<file path="config.mk">
export PLATFORM = sky130hd
export DESIGN_NAME = pkt_dma_top
export DESIGN_NICKNAME = d
export VERILOG_FILES = /design/src/source/pkt_dma_pkg.sv /design/src/source/dma_counters.sv /design/src/source/mmio_decoder.sv /design/src/source/pkt_dma_top.sv /design/src/source/pkt_queue_table.sv /design/src/source/rx_meta_fsm.sv
export SDC_FILE = /design/constraint.sdc
export NUM_CORES = 1
export LEC_CHECK = 0
export BUFFER_PORTS_ARGS = -buffer_cell sky130_fd_sc_hd__buf_2
export CORE_MARGIN = 3
export CORE_UTILIZATION = 25
export DETAILED_ROUTE_END_ITERATION = 7
export PLACE_DENSITY = 0.39
export RECOVER_POWER = 50
export REMOVE_ABC_BUFFERS = 1
export SYNTH_ARGS = -nofsm -noshare
export SYNTH_HDL_FRONTEND = slang
export SYNTH_SLANG_ARGS = --single-unit
</file>
<file path="constraint.sdc">
create_clock -name pcie_clk -period 3.8 [get_ports pcie_clk]
set_input_delay 0.38 -clock pcie_clk [delete_from_list [all_inputs] [get_ports pcie_clk]]
set_output_delay 0.38 -clock pcie_clk [all_outputs]
set_load 0.005 [all_outputs]
</file>
<file path="src/source/pkt_dma_pkg.sv">
`default_nettype none

package pkt_dma_pkg;

    // Ring pointers index slots, and the ring size field is one bit wider
    // so that a full 2^RB_AWIDTH ring can be expressed.
    localparam int RB_AWIDTH = 8;

    localparam int META_SIZE_WIDTH = 11;

    localparam int SLOT_BYTES = 64;
    localparam int SLOT_WIDTH = 6;

    // Control register layout.
    localparam int CTRL_DISABLE_BIT  = 0;
    localparam int CTRL_RB_SIZE_LSB  = 1;
    localparam int CTRL_SW_RESET_BIT = 27;

    // Address bit 15 selects the register region.
    typedef enum logic [0:0] {
        MMIO_CONTROL  = 1'b0,
        MMIO_PKT_HEAD = 1'b1
    } mmio_region_t;

    typedef enum logic [1:0] {
        RX_IDLE   = 2'd0,
        RX_LOOKUP = 2'd1,
        RX_ISSUE  = 2'd2
    } rx_fsm_state_t;

endpackage

`default_nettype wire

</file>
<file path="src/source/dma_counters.sv">
`timescale 1ns/1ps
`default_nettype none

module dma_counters #(
    parameter int DESC_CREDITS = 4
) (
    input  logic        pcie_clk,
    input  logic        pcie_reset_n,
    input  logic        sw_reset,

    input  logic        desc_valid,
    input  logic        desc_credit_return,
    input  logic        pkt_dropped,
    input  logic        head_wr_en,

    output logic        credit_avail,
    output logic [31:0] pkt_buf_full_cnt,
    output logic [31:0] rx_pkt_head_upd_cnt,
    output logic [31:0] rx_desc_cnt
);

localparam int CREDIT_WIDTH = $clog2(DESC_CREDITS + 1);
localparam int NB_STATS     = 3;

logic [CREDIT_WIDTH-1:0] credits;
logic [NB_STATS-1:0]     stat_event;
logic [31:0]             stat_cnt [NB_STATS];

// A return and a spend in the same cycle cancel out.
always_ff @(posedge pcie_clk) begin
    if (!pcie_reset_n) begin
        credits <= CREDIT_WIDTH'(DESC_CREDITS);
    end else begin
        credits <= credits + CREDIT_WIDTH'(desc_credit_return)
                           - CREDIT_WIDTH'(desc_valid);
    end
end

assign credit_avail = credits != '0;

assign stat_event = {desc_valid, head_wr_en, pkt_dropped};

// Software can clear the statistics without touching the credits.
always_ff @(posedge pcie_clk) begin
    if (!pcie_reset_n || sw_reset) begin
        for (int i = 0; i < NB_STATS; i++) begin
            stat_cnt[i] <= '0;
        end
    end else begin
        for (int i = 0; i < NB_STATS; i++) begin
            if (stat_event[i]) begin
                stat_cnt[i] <= stat_cnt[i] + 32'd1;
            end
        end
    end
end

assign pkt_buf_full_cnt    = stat_cnt[0];
assign rx_pkt_head_upd_cnt = stat_cnt[1];
assign rx_desc_cnt         = stat_cnt[2];

endmodule

`default_nettype wire

</file>
<file path="src/source/mmio_decoder.sv">
`timescale 1ns/1ps
`default_nettype none

module mmio_decoder import pkt_dma_pkg::*; #(
    parameter int NB_QUEUES       = 16,
    parameter int QUEUE_IDX_WIDTH = 4
) (
    input  logic                       pcie_clk,
    input  logic                       pcie_reset_n,

    input  logic                       mmio_write,
    input  logic [15:0]                mmio_address,
    input  logic [31:0]                mmio_writedata,

    output logic [RB_AWIDTH:0]         pkt_rb_size,
    output logic                       dma_disable,
    output logic                       sw_reset,

    output logic                       head_wr_en,
    output logic [QUEUE_IDX_WIDTH-1:0] head_wr_idx,
    output logic [RB_AWIDTH-1:0]       head_wr_value
);

mmio_region_t region;
logic [14:0]  addr_queue_idx;
logic         head_in_range;

assign region         = mmio_region_t'(mmio_address[15]);
assign addr_queue_idx = mmio_address[14:0];
assign head_in_range  = addr_queue_idx < NB_QUEUES;

// Only the used fields of the control register are kept.
always_ff @(posedge pcie_clk) begin
    if (!pcie_reset_n) begin
        pkt_rb_size <= {1'b1, {RB_AWIDTH{1'b0}}};
        dma_disable <= 1'b0;
        sw_reset    <= 1'b0;
        head_wr_en  <= 1'b0;
    end else begin
        head_wr_en <= mmio_write && (region == MMIO_PKT_HEAD) && head_in_range;

        if (mmio_write && (region == MMIO_CONTROL)) begin
            dma_disable <= mmio_writedata[CTRL_DISABLE_BIT];
            pkt_rb_size <= mmio_writedata[CTRL_RB_SIZE_LSB +: RB_AWIDTH+1];
            sw_reset    <= mmio_writedata[CTRL_SW_RESET_BIT];
        end
    end
end

// Index and value only matter when head_wr_en is set.
always_ff @(posedge pcie_clk) begin
    if (mmio_write) begin
        head_wr_idx   <= addr_queue_idx[QUEUE_IDX_WIDTH-1:0];
        head_wr_value <= mmio_writedata[RB_AWIDTH-1:0];
    end
end

endmodule

`default_nettype wire

</file>
<file path="src/source/pkt_dma_top.sv">
`timescale 1ns/1ps
`default_nettype none

module pkt_dma_top import pkt_dma_pkg::*; #(
    parameter int NB_QUEUES       = 16,
    parameter int QUEUE_IDX_WIDTH = 4,
    parameter int DESC_CREDITS    = 4
) (
    input  logic                       pcie_clk,
    input  logic                       pcie_reset_n,

    input  logic                       meta_valid,
    input  logic [QUEUE_IDX_WIDTH-1:0] meta_queue_id,
    input  logic [META_SIZE_WIDTH-1:0] meta_size,
    output logic                       meta_ready,

    output logic                       desc_valid,
    output logic [QUEUE_IDX_WIDTH-1:0] desc_queue_id,
    output logic [RB_AWIDTH-1:0]       desc_offset,
    output logic [SLOT_WIDTH-1:0]      desc_slots,
    input  logic                       desc_credit_return,

    input  logic                       mmio_write,
    input  logic [15:0]                mmio_address,
    input  logic [31:0]                mmio_writedata,

    output logic [31:0]                pkt_buf_full_cnt,
    output logic [31:0]                rx_pkt_head_upd_cnt,
    output logic [31:0]                rx_desc_cnt
);

logic [RB_AWIDTH:0]         pkt_rb_size;
logic                       dma_disable;
logic                       sw_reset;

logic                       head_wr_en;
logic [QUEUE_IDX_WIDTH-1:0] head_wr_idx;
logic [RB_AWIDTH-1:0]       head_wr_value;

logic [QUEUE_IDX_WIDTH-1:0] rd_idx;
logic [RB_AWIDTH-1:0]       rd_head;
logic [RB_AWIDTH-1:0]       rd_tail;

logic                       tail_wr_en;
logic [QUEUE_IDX_WIDTH-1:0] tail_wr_idx;
logic [RB_AWIDTH-1:0]       tail_wr_value;

logic                       pkt_dropped;
logic                       credit_avail;

mmio_decoder #(
    .NB_QUEUES       (NB_QUEUES),
    .QUEUE_IDX_WIDTH (QUEUE_IDX_WIDTH)
) mmio_decoder_i (
    .pcie_clk       (pcie_clk),
    .pcie_reset_n   (pcie_reset_n),
    .mmio_write     (mmio_write),
    .mmio_address   (mmio_address),
    .mmio_writedata (mmio_writedata),
    .pkt_rb_size    (pkt_rb_size),
    .dma_disable    (dma_disable),
    .sw_reset       (sw_reset),
    .head_wr_en     (head_wr_en),
    .head_wr_idx    (head_wr_idx),
    .head_wr_value  (head_wr_value)
);

pkt_queue_table #(
    .NB_QUEUES       (NB_QUEUES),
    .QUEUE_IDX_WIDTH (QUEUE_IDX_WIDTH)
) pkt_queue_table_i (
    .pcie_clk      (pcie_clk),
    .pcie_reset_n  (pcie_reset_n),
    .head_wr_en    (head_wr_en),
    .head_wr_idx   (head_wr_idx),
    .head_wr_value (head_wr_value),
    .rd_idx        (rd_idx),
    .tail_wr_en    (tail_wr_en),
    .tail_wr_idx   (tail_wr_idx),
    .tail_wr_value (tail_wr_value),
    .rd_head       (rd_head),
    .rd_tail       (rd_tail)
);

rx_meta_fsm #(
    .QUEUE_IDX_WIDTH (QUEUE_IDX_WIDTH)
) rx_meta_fsm_i (
    .pcie_clk      (pcie_clk),
    .pcie_reset_n  (pcie_reset_n),
    .meta_valid    (meta_valid),
    .meta_queue_id (meta_queue_id),
    .meta_size     (meta_size),
    .dma_disable   (dma_disable),
    .pkt_rb_size   (pkt_rb_size),
    .rd_head       (rd_head),
    .rd_tail       (rd_tail),
    .credit_avail  (credit_avail),
    .meta_ready    (meta_ready),
    .rd_idx        (rd_idx),
    .tail_wr_en    (tail_wr_en),
    .tail_wr_idx   (tail_wr_idx),
    .tail_wr_value (tail_wr_value),
    .desc_valid    (desc_valid),
    .desc_queue_id (desc_queue_id),
    .desc_offset   (desc_offset),
    .desc_slots    (desc_slots),
    .pkt_dropped   (pkt_dropped)
);

dma_counters #(
    .DESC_CREDITS (DESC_CREDITS)
) dma_counters_i (
    .pcie_clk            (pcie_clk),
    .pcie_reset_n        (pcie_reset_n),
    .sw_reset            (sw_reset),
    .desc_valid          (desc_valid),
    .desc_credit_return  (desc_credit_return),
    .pkt_dropped         (pkt_dropped),
    .head_wr_en          (head_wr_en),
    .credit_avail        (credit_avail),
    .pkt_buf_full_cnt    (pkt_buf_full_cnt),
    .rx_pkt_head_upd_cnt (rx_pkt_head_upd_cnt),
    .rx_desc_cnt         (rx_desc_cnt)
);

endmodule

`default_nettype wire

</file>
<file path="src/source/pkt_queue_table.sv">
`timescale 1ns/1ps
`default_nettype none

module pkt_queue_table import pkt_dma_pkg::*; #(
    parameter int NB_QUEUES       = 16,
    parameter int QUEUE_IDX_WIDTH = 4
) (
    input  logic                       pcie_clk,
    input  logic                       pcie_reset_n,

    input  logic                       head_wr_en,
    input  logic [QUEUE_IDX_WIDTH-1:0] head_wr_idx,
    input  logic [RB_AWIDTH-1:0]       head_wr_value,

    input  logic [QUEUE_IDX_WIDTH-1:0] rd_idx,

    input  logic                       tail_wr_en,
    input  logic [QUEUE_IDX_WIDTH-1:0] tail_wr_idx,
    input  logic [RB_AWIDTH-1:0]       tail_wr_value,

    output logic [RB_AWIDTH-1:0]       rd_head,
    output logic [RB_AWIDTH-1:0]       rd_tail
);

logic [RB_AWIDTH-1:0] heads [NB_QUEUES];
logic [RB_AWIDTH-1:0] tails [NB_QUEUES];

// Heads come from software, tails from the receive FSM.
always_ff @(posedge pcie_clk) begin
    if (!pcie_reset_n) begin
        for (int i = 0; i < NB_QUEUES; i++) begin
            heads[i] <= '0;
            tails[i] <= '0;
        end
    end else begin
        if (head_wr_en && (head_wr_idx < NB_QUEUES)) begin
            heads[head_wr_idx] <= head_wr_value;
        end
        if (tail_wr_en && (tail_wr_idx < NB_QUEUES)) begin
            tails[tail_wr_idx] <= tail_wr_value;
        end
    end
end

// The read sees the table as it was before this edge's writes.
always_ff @(posedge pcie_clk) begin
    if (rd_idx < NB_QUEUES) begin
        rd_head <= heads[rd_idx];
        rd_tail <= tails[rd_idx];
    end else begin
        rd_head <= '0;
        rd_tail <= '0;
    end
end

endmodule

`default_nettype wire

</file>
<file path="src/source/rx_meta_fsm.sv">
`timescale 1ns/1ps
`default_nettype none

module rx_meta_fsm import pkt_dma_pkg::*; #(
    parameter int QUEUE_IDX_WIDTH = 4
) (
    input  logic                       pcie_clk,
    input  logic                       pcie_reset_n,

    input  logic                       meta_valid,
    input  logic [QUEUE_IDX_WIDTH-1:0] meta_queue_id,
    input  logic [META_SIZE_WIDTH-1:0] meta_size,

    input  logic                       dma_disable,
    input  logic [RB_AWIDTH:0]         pkt_rb_size,

    input  logic [RB_AWIDTH-1:0]       rd_head,
    input  logic [RB_AWIDTH-1:0]       rd_tail,
    input  logic                       credit_avail,

    output logic                       meta_ready,
    output logic [QUEUE_IDX_WIDTH-1:0] rd_idx,

    output logic                       tail_wr_en,
    output logic [QUEUE_IDX_WIDTH-1:0] tail_wr_idx,
    output logic [RB_AWIDTH-1:0]       tail_wr_value,

    output logic                       desc_valid,
    output logic [QUEUE_IDX_WIDTH-1:0] desc_queue_id,
    output logic [RB_AWIDTH-1:0]       desc_offset,
    output logic [SLOT_WIDTH-1:0]      desc_slots,

    output logic                       pkt_dropped
);

localparam int SLOT_SHIFT = $clog2(SLOT_BYTES);

rx_fsm_state_t state;

logic [QUEUE_IDX_WIDTH-1:0] queue_id_r;
logic [SLOT_WIDTH-1:0]      slots_r;
logic [RB_AWIDTH-1:0]       offset_r;
logic [RB_AWIDTH-1:0]       tail_next_r;

logic [META_SIZE_WIDTH:0]   size_round;
logic [SLOT_WIDTH-1:0]      meta_slots;
logic [RB_AWIDTH-1:0]       rb_mask;
logic [RB_AWIDTH-1:0]       used_slots;
logic [RB_AWIDTH:0]         free_slots;
logic                       fits;
logic                       accept;

// Round the byte count up to whole slots; an empty packet still takes one.
assign size_round = {1'b0, meta_size} + (META_SIZE_WIDTH+1)'(SLOT_BYTES - 1);
assign meta_slots = (meta_size == '0) ? SLOT_WIDTH'(1)
                                      : size_round[SLOT_SHIFT +: SLOT_WIDTH];

// The ring size is a power of two, so wrapping is a mask.
assign rb_mask    = RB_AWIDTH'(pkt_rb_size - 1'b1);
assign used_slots = (rd_tail - rd_head) & rb_mask;
assign free_slots = pkt_rb_size - 1'b1 - {1'b0, used_slots};
assign fits       = (RB_AWIDTH+1)'(slots_r) <= free_slots;

assign meta_ready = (state == RX_IDLE) && !dma_disable;
assign accept     = meta_valid && meta_ready;

// The table read is issued in the accept cycle and lands in RX_LOOKUP.
assign rd_idx = (state == RX_IDLE) ? meta_queue_id : queue_id_r;

assign pkt_dropped = (state == RX_LOOKUP) && !fits;
assign desc_valid  = (state == RX_ISSUE) && credit_avail;

assign desc_queue_id = queue_id_r;
assign desc_offset   = offset_r;
assign desc_slots    = slots_r;

// The tail moves forward in the same cycle the descriptor goes out.
assign tail_wr_en    = desc_valid;
assign tail_wr_idx   = queue_id_r;
assign tail_wr_value = tail_next_r;

always_ff @(posedge pcie_clk) begin
    if (!pcie_reset_n) begin
        state <= RX_IDLE;
    end else begin
        case (state)
            RX_IDLE: begin
                if (accept) begin
                    state <= RX_LOOKUP;
                end
            end
            RX_LOOKUP: begin
                state <= fits ? RX_ISSUE : RX_IDLE;
            end
            RX_ISSUE: begin
                if (credit_avail) begin
                    state <= RX_IDLE;
                end
            end
            default: begin
                state <= RX_IDLE;
            end
        endcase
    end
end

always_ff @(posedge pcie_clk) begin
    if (accept) begin
        queue_id_r <= meta_queue_id;
        slots_r    <= meta_slots;
    end
    if (state == RX_LOOKUP) begin
        offset_r    <= rd_tail;
        tail_next_r <= (rd_tail + RB_AWIDTH'(slots_r)) & rb_mask;
    end
end

endmodule

`default_nettype wire

</file>
==> run summary <==
Status - complete, but fails checks
Failing checks - capacitance limit, slew limit
First-pass GRT wire length - 88.6 mm
Pin count of the biggest net entering global routing - 45
Port bufs - 162
Flop pwr share - 0.441
Number of buffers created by CTS - 49
Drt drc - 0
I/O pin count - 184
ANT nets after route - 0
Actual slew at the worst max-slew pin - 1.86 ns
Critical path data required time - 4.13 ns
Fin area - 0.0246 mm²
Post-synth EDFFs - 390
Initial antenna violation count - 1
Cell Rows - 104
Setup crit end kind - register
Avg WL per Cell - 20.9 µm
Crit-path cells - inv_1 > ha_1 > fa_2 > nor2b_2 > o21ai_2 > xnor2_1 > nor2_1 > xor2_1 > ha_1 > nand4_1 > nor2_1 > a211o_1 > a21oi_2 > a211oi_1 > buf_4 > o2111ai_4 > buf_6 > clkbuf_16 > a21oi_1
Area grow syn2layout - 20.5%
Worst-Skew Late Latency - 0.61 ns
Comb power frac - 0.215
Min Tclk post-route - 3.55 ns
First-pass iteration count of the detailed router - 5
Crit path max-delay cell type - fa_2
Initial core utilization - 0.253
Startpoint class of the critical path - register
P_int - 9.48 mW
Register area - 0.0124 mm²
Cells after Synth - 1547
Final Net Count - 1884
Share of cells above drive strength 1 - 0.175
Initial DRC Count - 642
Final Skew - 0.0367 ns
Syn avg cell area - 13.2 µm²
DR vias/cell - 4.49
Number of unique standard cell types used by synthesis - 57
GRT overflow - 0
CORE AREA - 0.0807 mm²
Aggregate global-route resource usage - 0.138
Most used DFF post-synth - edfxtp_1
CTS root buffer - clkbuf_16
Leak - 8.64 nW
Switching Power - 4.08 mW
Max incr delay on CP - 0.35 ns
Final Cycle Share - 0.935
H-tree levels - 2
Multi-input gate area - 0.00768 mm²
Final Hold Viols - 0
Switching Fraction - 0.301
Total power - 13.6 mW
Pwr dens - 551 mW/mm²
Slew HR - -0.240
Final count of pins violating max slew - 66
Yosys reg bits - 423
Die Width - 292 µm
Clock share of power - 0.344
Hold WS - 0.0500 ns
Die height - 292 µm
Peak supply drop - 0.000287 V
WP data arrival - 3.89 ns
Cell family with most CP delay - adder cells
Kind of critical path - reg -> reg
Yosys top cell by area - edfxtp_1
Critical path fanouts, max - 19
Cell with the most instances after synthesis - edfxtp_1
Min-delay worst type - in -> reg
CTS Sinks - 423
Clk slew on worst S/H paths - 0.06 ns
CTS max path bufs - 3
Top-area cell type share of the netlist area - 0.573
Ys async rst share - 0
Fill cells - 8266
Unrepaired setup endpoints after global routing - no
Detailed placer's ending HPWL - 40.4 mm
Syn Std Cell Area - 0.0204 mm²
Synth cell count leaders - edfxtp_1, and2_1, nand2_1
CTS tree - built
Yosys warning count - 0
Seq/Total Area, Yosys - 0.606
Max-cap violations - 2
Final wirelength - 60.2 mm
Top cells by area, synth - edfxtp_1, and2_1, mux4_2
Vias - 13000
Die area - 0.0852 mm²
Worst Path Buf+Inv - 4
Vias in the first global route - 13200
Placed cell area - 0.0229 mm²
Final setup fails - 0
Max Clk Rate - 0.282 GHz
GP Congestion - 0.739
==> through the flow <==
| stage | utilization | setup slack [ns] | cells | setup TNS [ns] |
|---|---|---|---|---|
| final | 0.305 | 0.248 | 2887 | 0 |
| after global routing | 0.305 | 0.00427 | 2886 | 0 |
| after CTS | 0.306 | 0.0334 | 2878 | 0 |
| after detailed placement | 0.284 | 0.0665 | 2769 | 0 |
| after global placement | 0.284 | 0.0100 | 2769 | 0 |
| after floorplan | - | -3.87 | 1474 | -214.90 |
==> power groups by stage <==
stage          Clock (mW)  Sequential, mW  Combinational, mW
2_1_floorplan           0            5.89               1.87
3_3_place_gp            0            6.07               2.94
3_5_place_dp            0            6.09               2.94
4_1_cts              4.84            5.99               2.97
5_1_grt              5.02            6.05               3.23
6_report             4.66            5.99               2.91
==> repair_timing <==
| action | in CTS | in global routing |
|---|---|---|
| hold endpoints to repair | 17 | 0 |
| hold buffers | 18 | 0 |
| endpoints found under the setup margin | 0 | 127 |
| resized for setup | 0 | 11 |
| buffers inserted | 0 | 5 |
==> state kept, by name, indices dropped and copies added (netlist names), 9 cells and up <==
signal                      flops
pkt_queue_table_i.tails       128
mmio_decoder_i.pkt_rb_size      9
pkt_queue_table_i.heads       128
dma_counters_i.stat_cnt        96
==> final cells by class <==
| cell class | count | share of cell area |
|---|---|---|
| Clock buffer | 73 | 0.0572 |
| Timing Repair Buffer | 261 | 0.0633 |
| Sequential cell | 423 | 0.503 |
| Inverter | 26 | 0.00397 |
| Antenna cell | 1 | 0.000102 |
| Multi-Input combinational cell | 1025 | 0.312 |
| Tap cell | 1060 | 0.0539 |
| Clock inverter | 18 | 0.00676 |
==> layout by cell type, fill, tap and decap left out, drive strengths merged, types with 19 or more instances in the layout <==
| cell | count |
|---|---|
| xor2 | 75 |
| xnor2 | 35 |
| edfxtp | 390 |
| nand2b | 21 |
| o21ai | 31 |
| inv | 28 |
| mux4 | 64 |
| nand4 | 19 |
| nand2 | 110 |
| nor2 | 63 |
| a21oi | 104 |
| clkbuf | 195 |
| buf | 121 |
| ha | 27 |
| nor3 | 22 |
| dfxtp | 33 |
| and2 | 277 |
| nand3 | 41 |
==> path summary, 6_finish.rpt <==
| check | startpoint | endpoint | slack [ns] | cells after the start |
|---|---|---|---|---|
| max | pkt_queue_table_i.rd_tail[0] | dma_counters_i.stat_cnt[0][15] | 0.25 | 19 |
| min reg2reg | mmio_decoder_i.sw_reset | mmio_decoder_i.sw_reset | 0.47 | 2 |
| max reg2reg | pkt_queue_table_i.rd_tail[0] | dma_counters_i.stat_cnt[0][15] | 0.25 | 19 |
| min | mmio_writedata[8] | mmio_decoder_i.pkt_rb_size[7] | 0.05 | 3 |
==> metal layers <==
metal	global-route usage	vias up	part of all wire
li1	-	6132	-
met1	0.186	6471	0.46
met2	0.232	280	0.48
met3	0.0255	70	0.044
met4	0.0341	0	0.020
met5	0	-	0
==> worst register-to-register path: cells and delay by family, from the launching register on <==
kind / cells / cell delay, ns
buffers and inverters: 4 / 0.58
xor gates and xnor gates: 2 / 0.38
DFF: 1 / 0.33
adders and majority gates: 3 / 0.82
AOI/OAI and AO/OA: 6 / 0.78
and+or+nand+nor: 4 / 0.41
==> kinds of logic after synthesis <==
group                    synth area share
adder cells (fa/ha/maj)            0.0195
AND/OR/NAND/NOR                     0.166
buffers and inverters              0.0221
other                            0.000368
XOR/XNOR                           0.0472
AO/OA/AOI/OAI                      0.0651
multiplexers                       0.0743
flip-flops                          0.606
No activity file was read; power rests on OpenSTA's default activity.
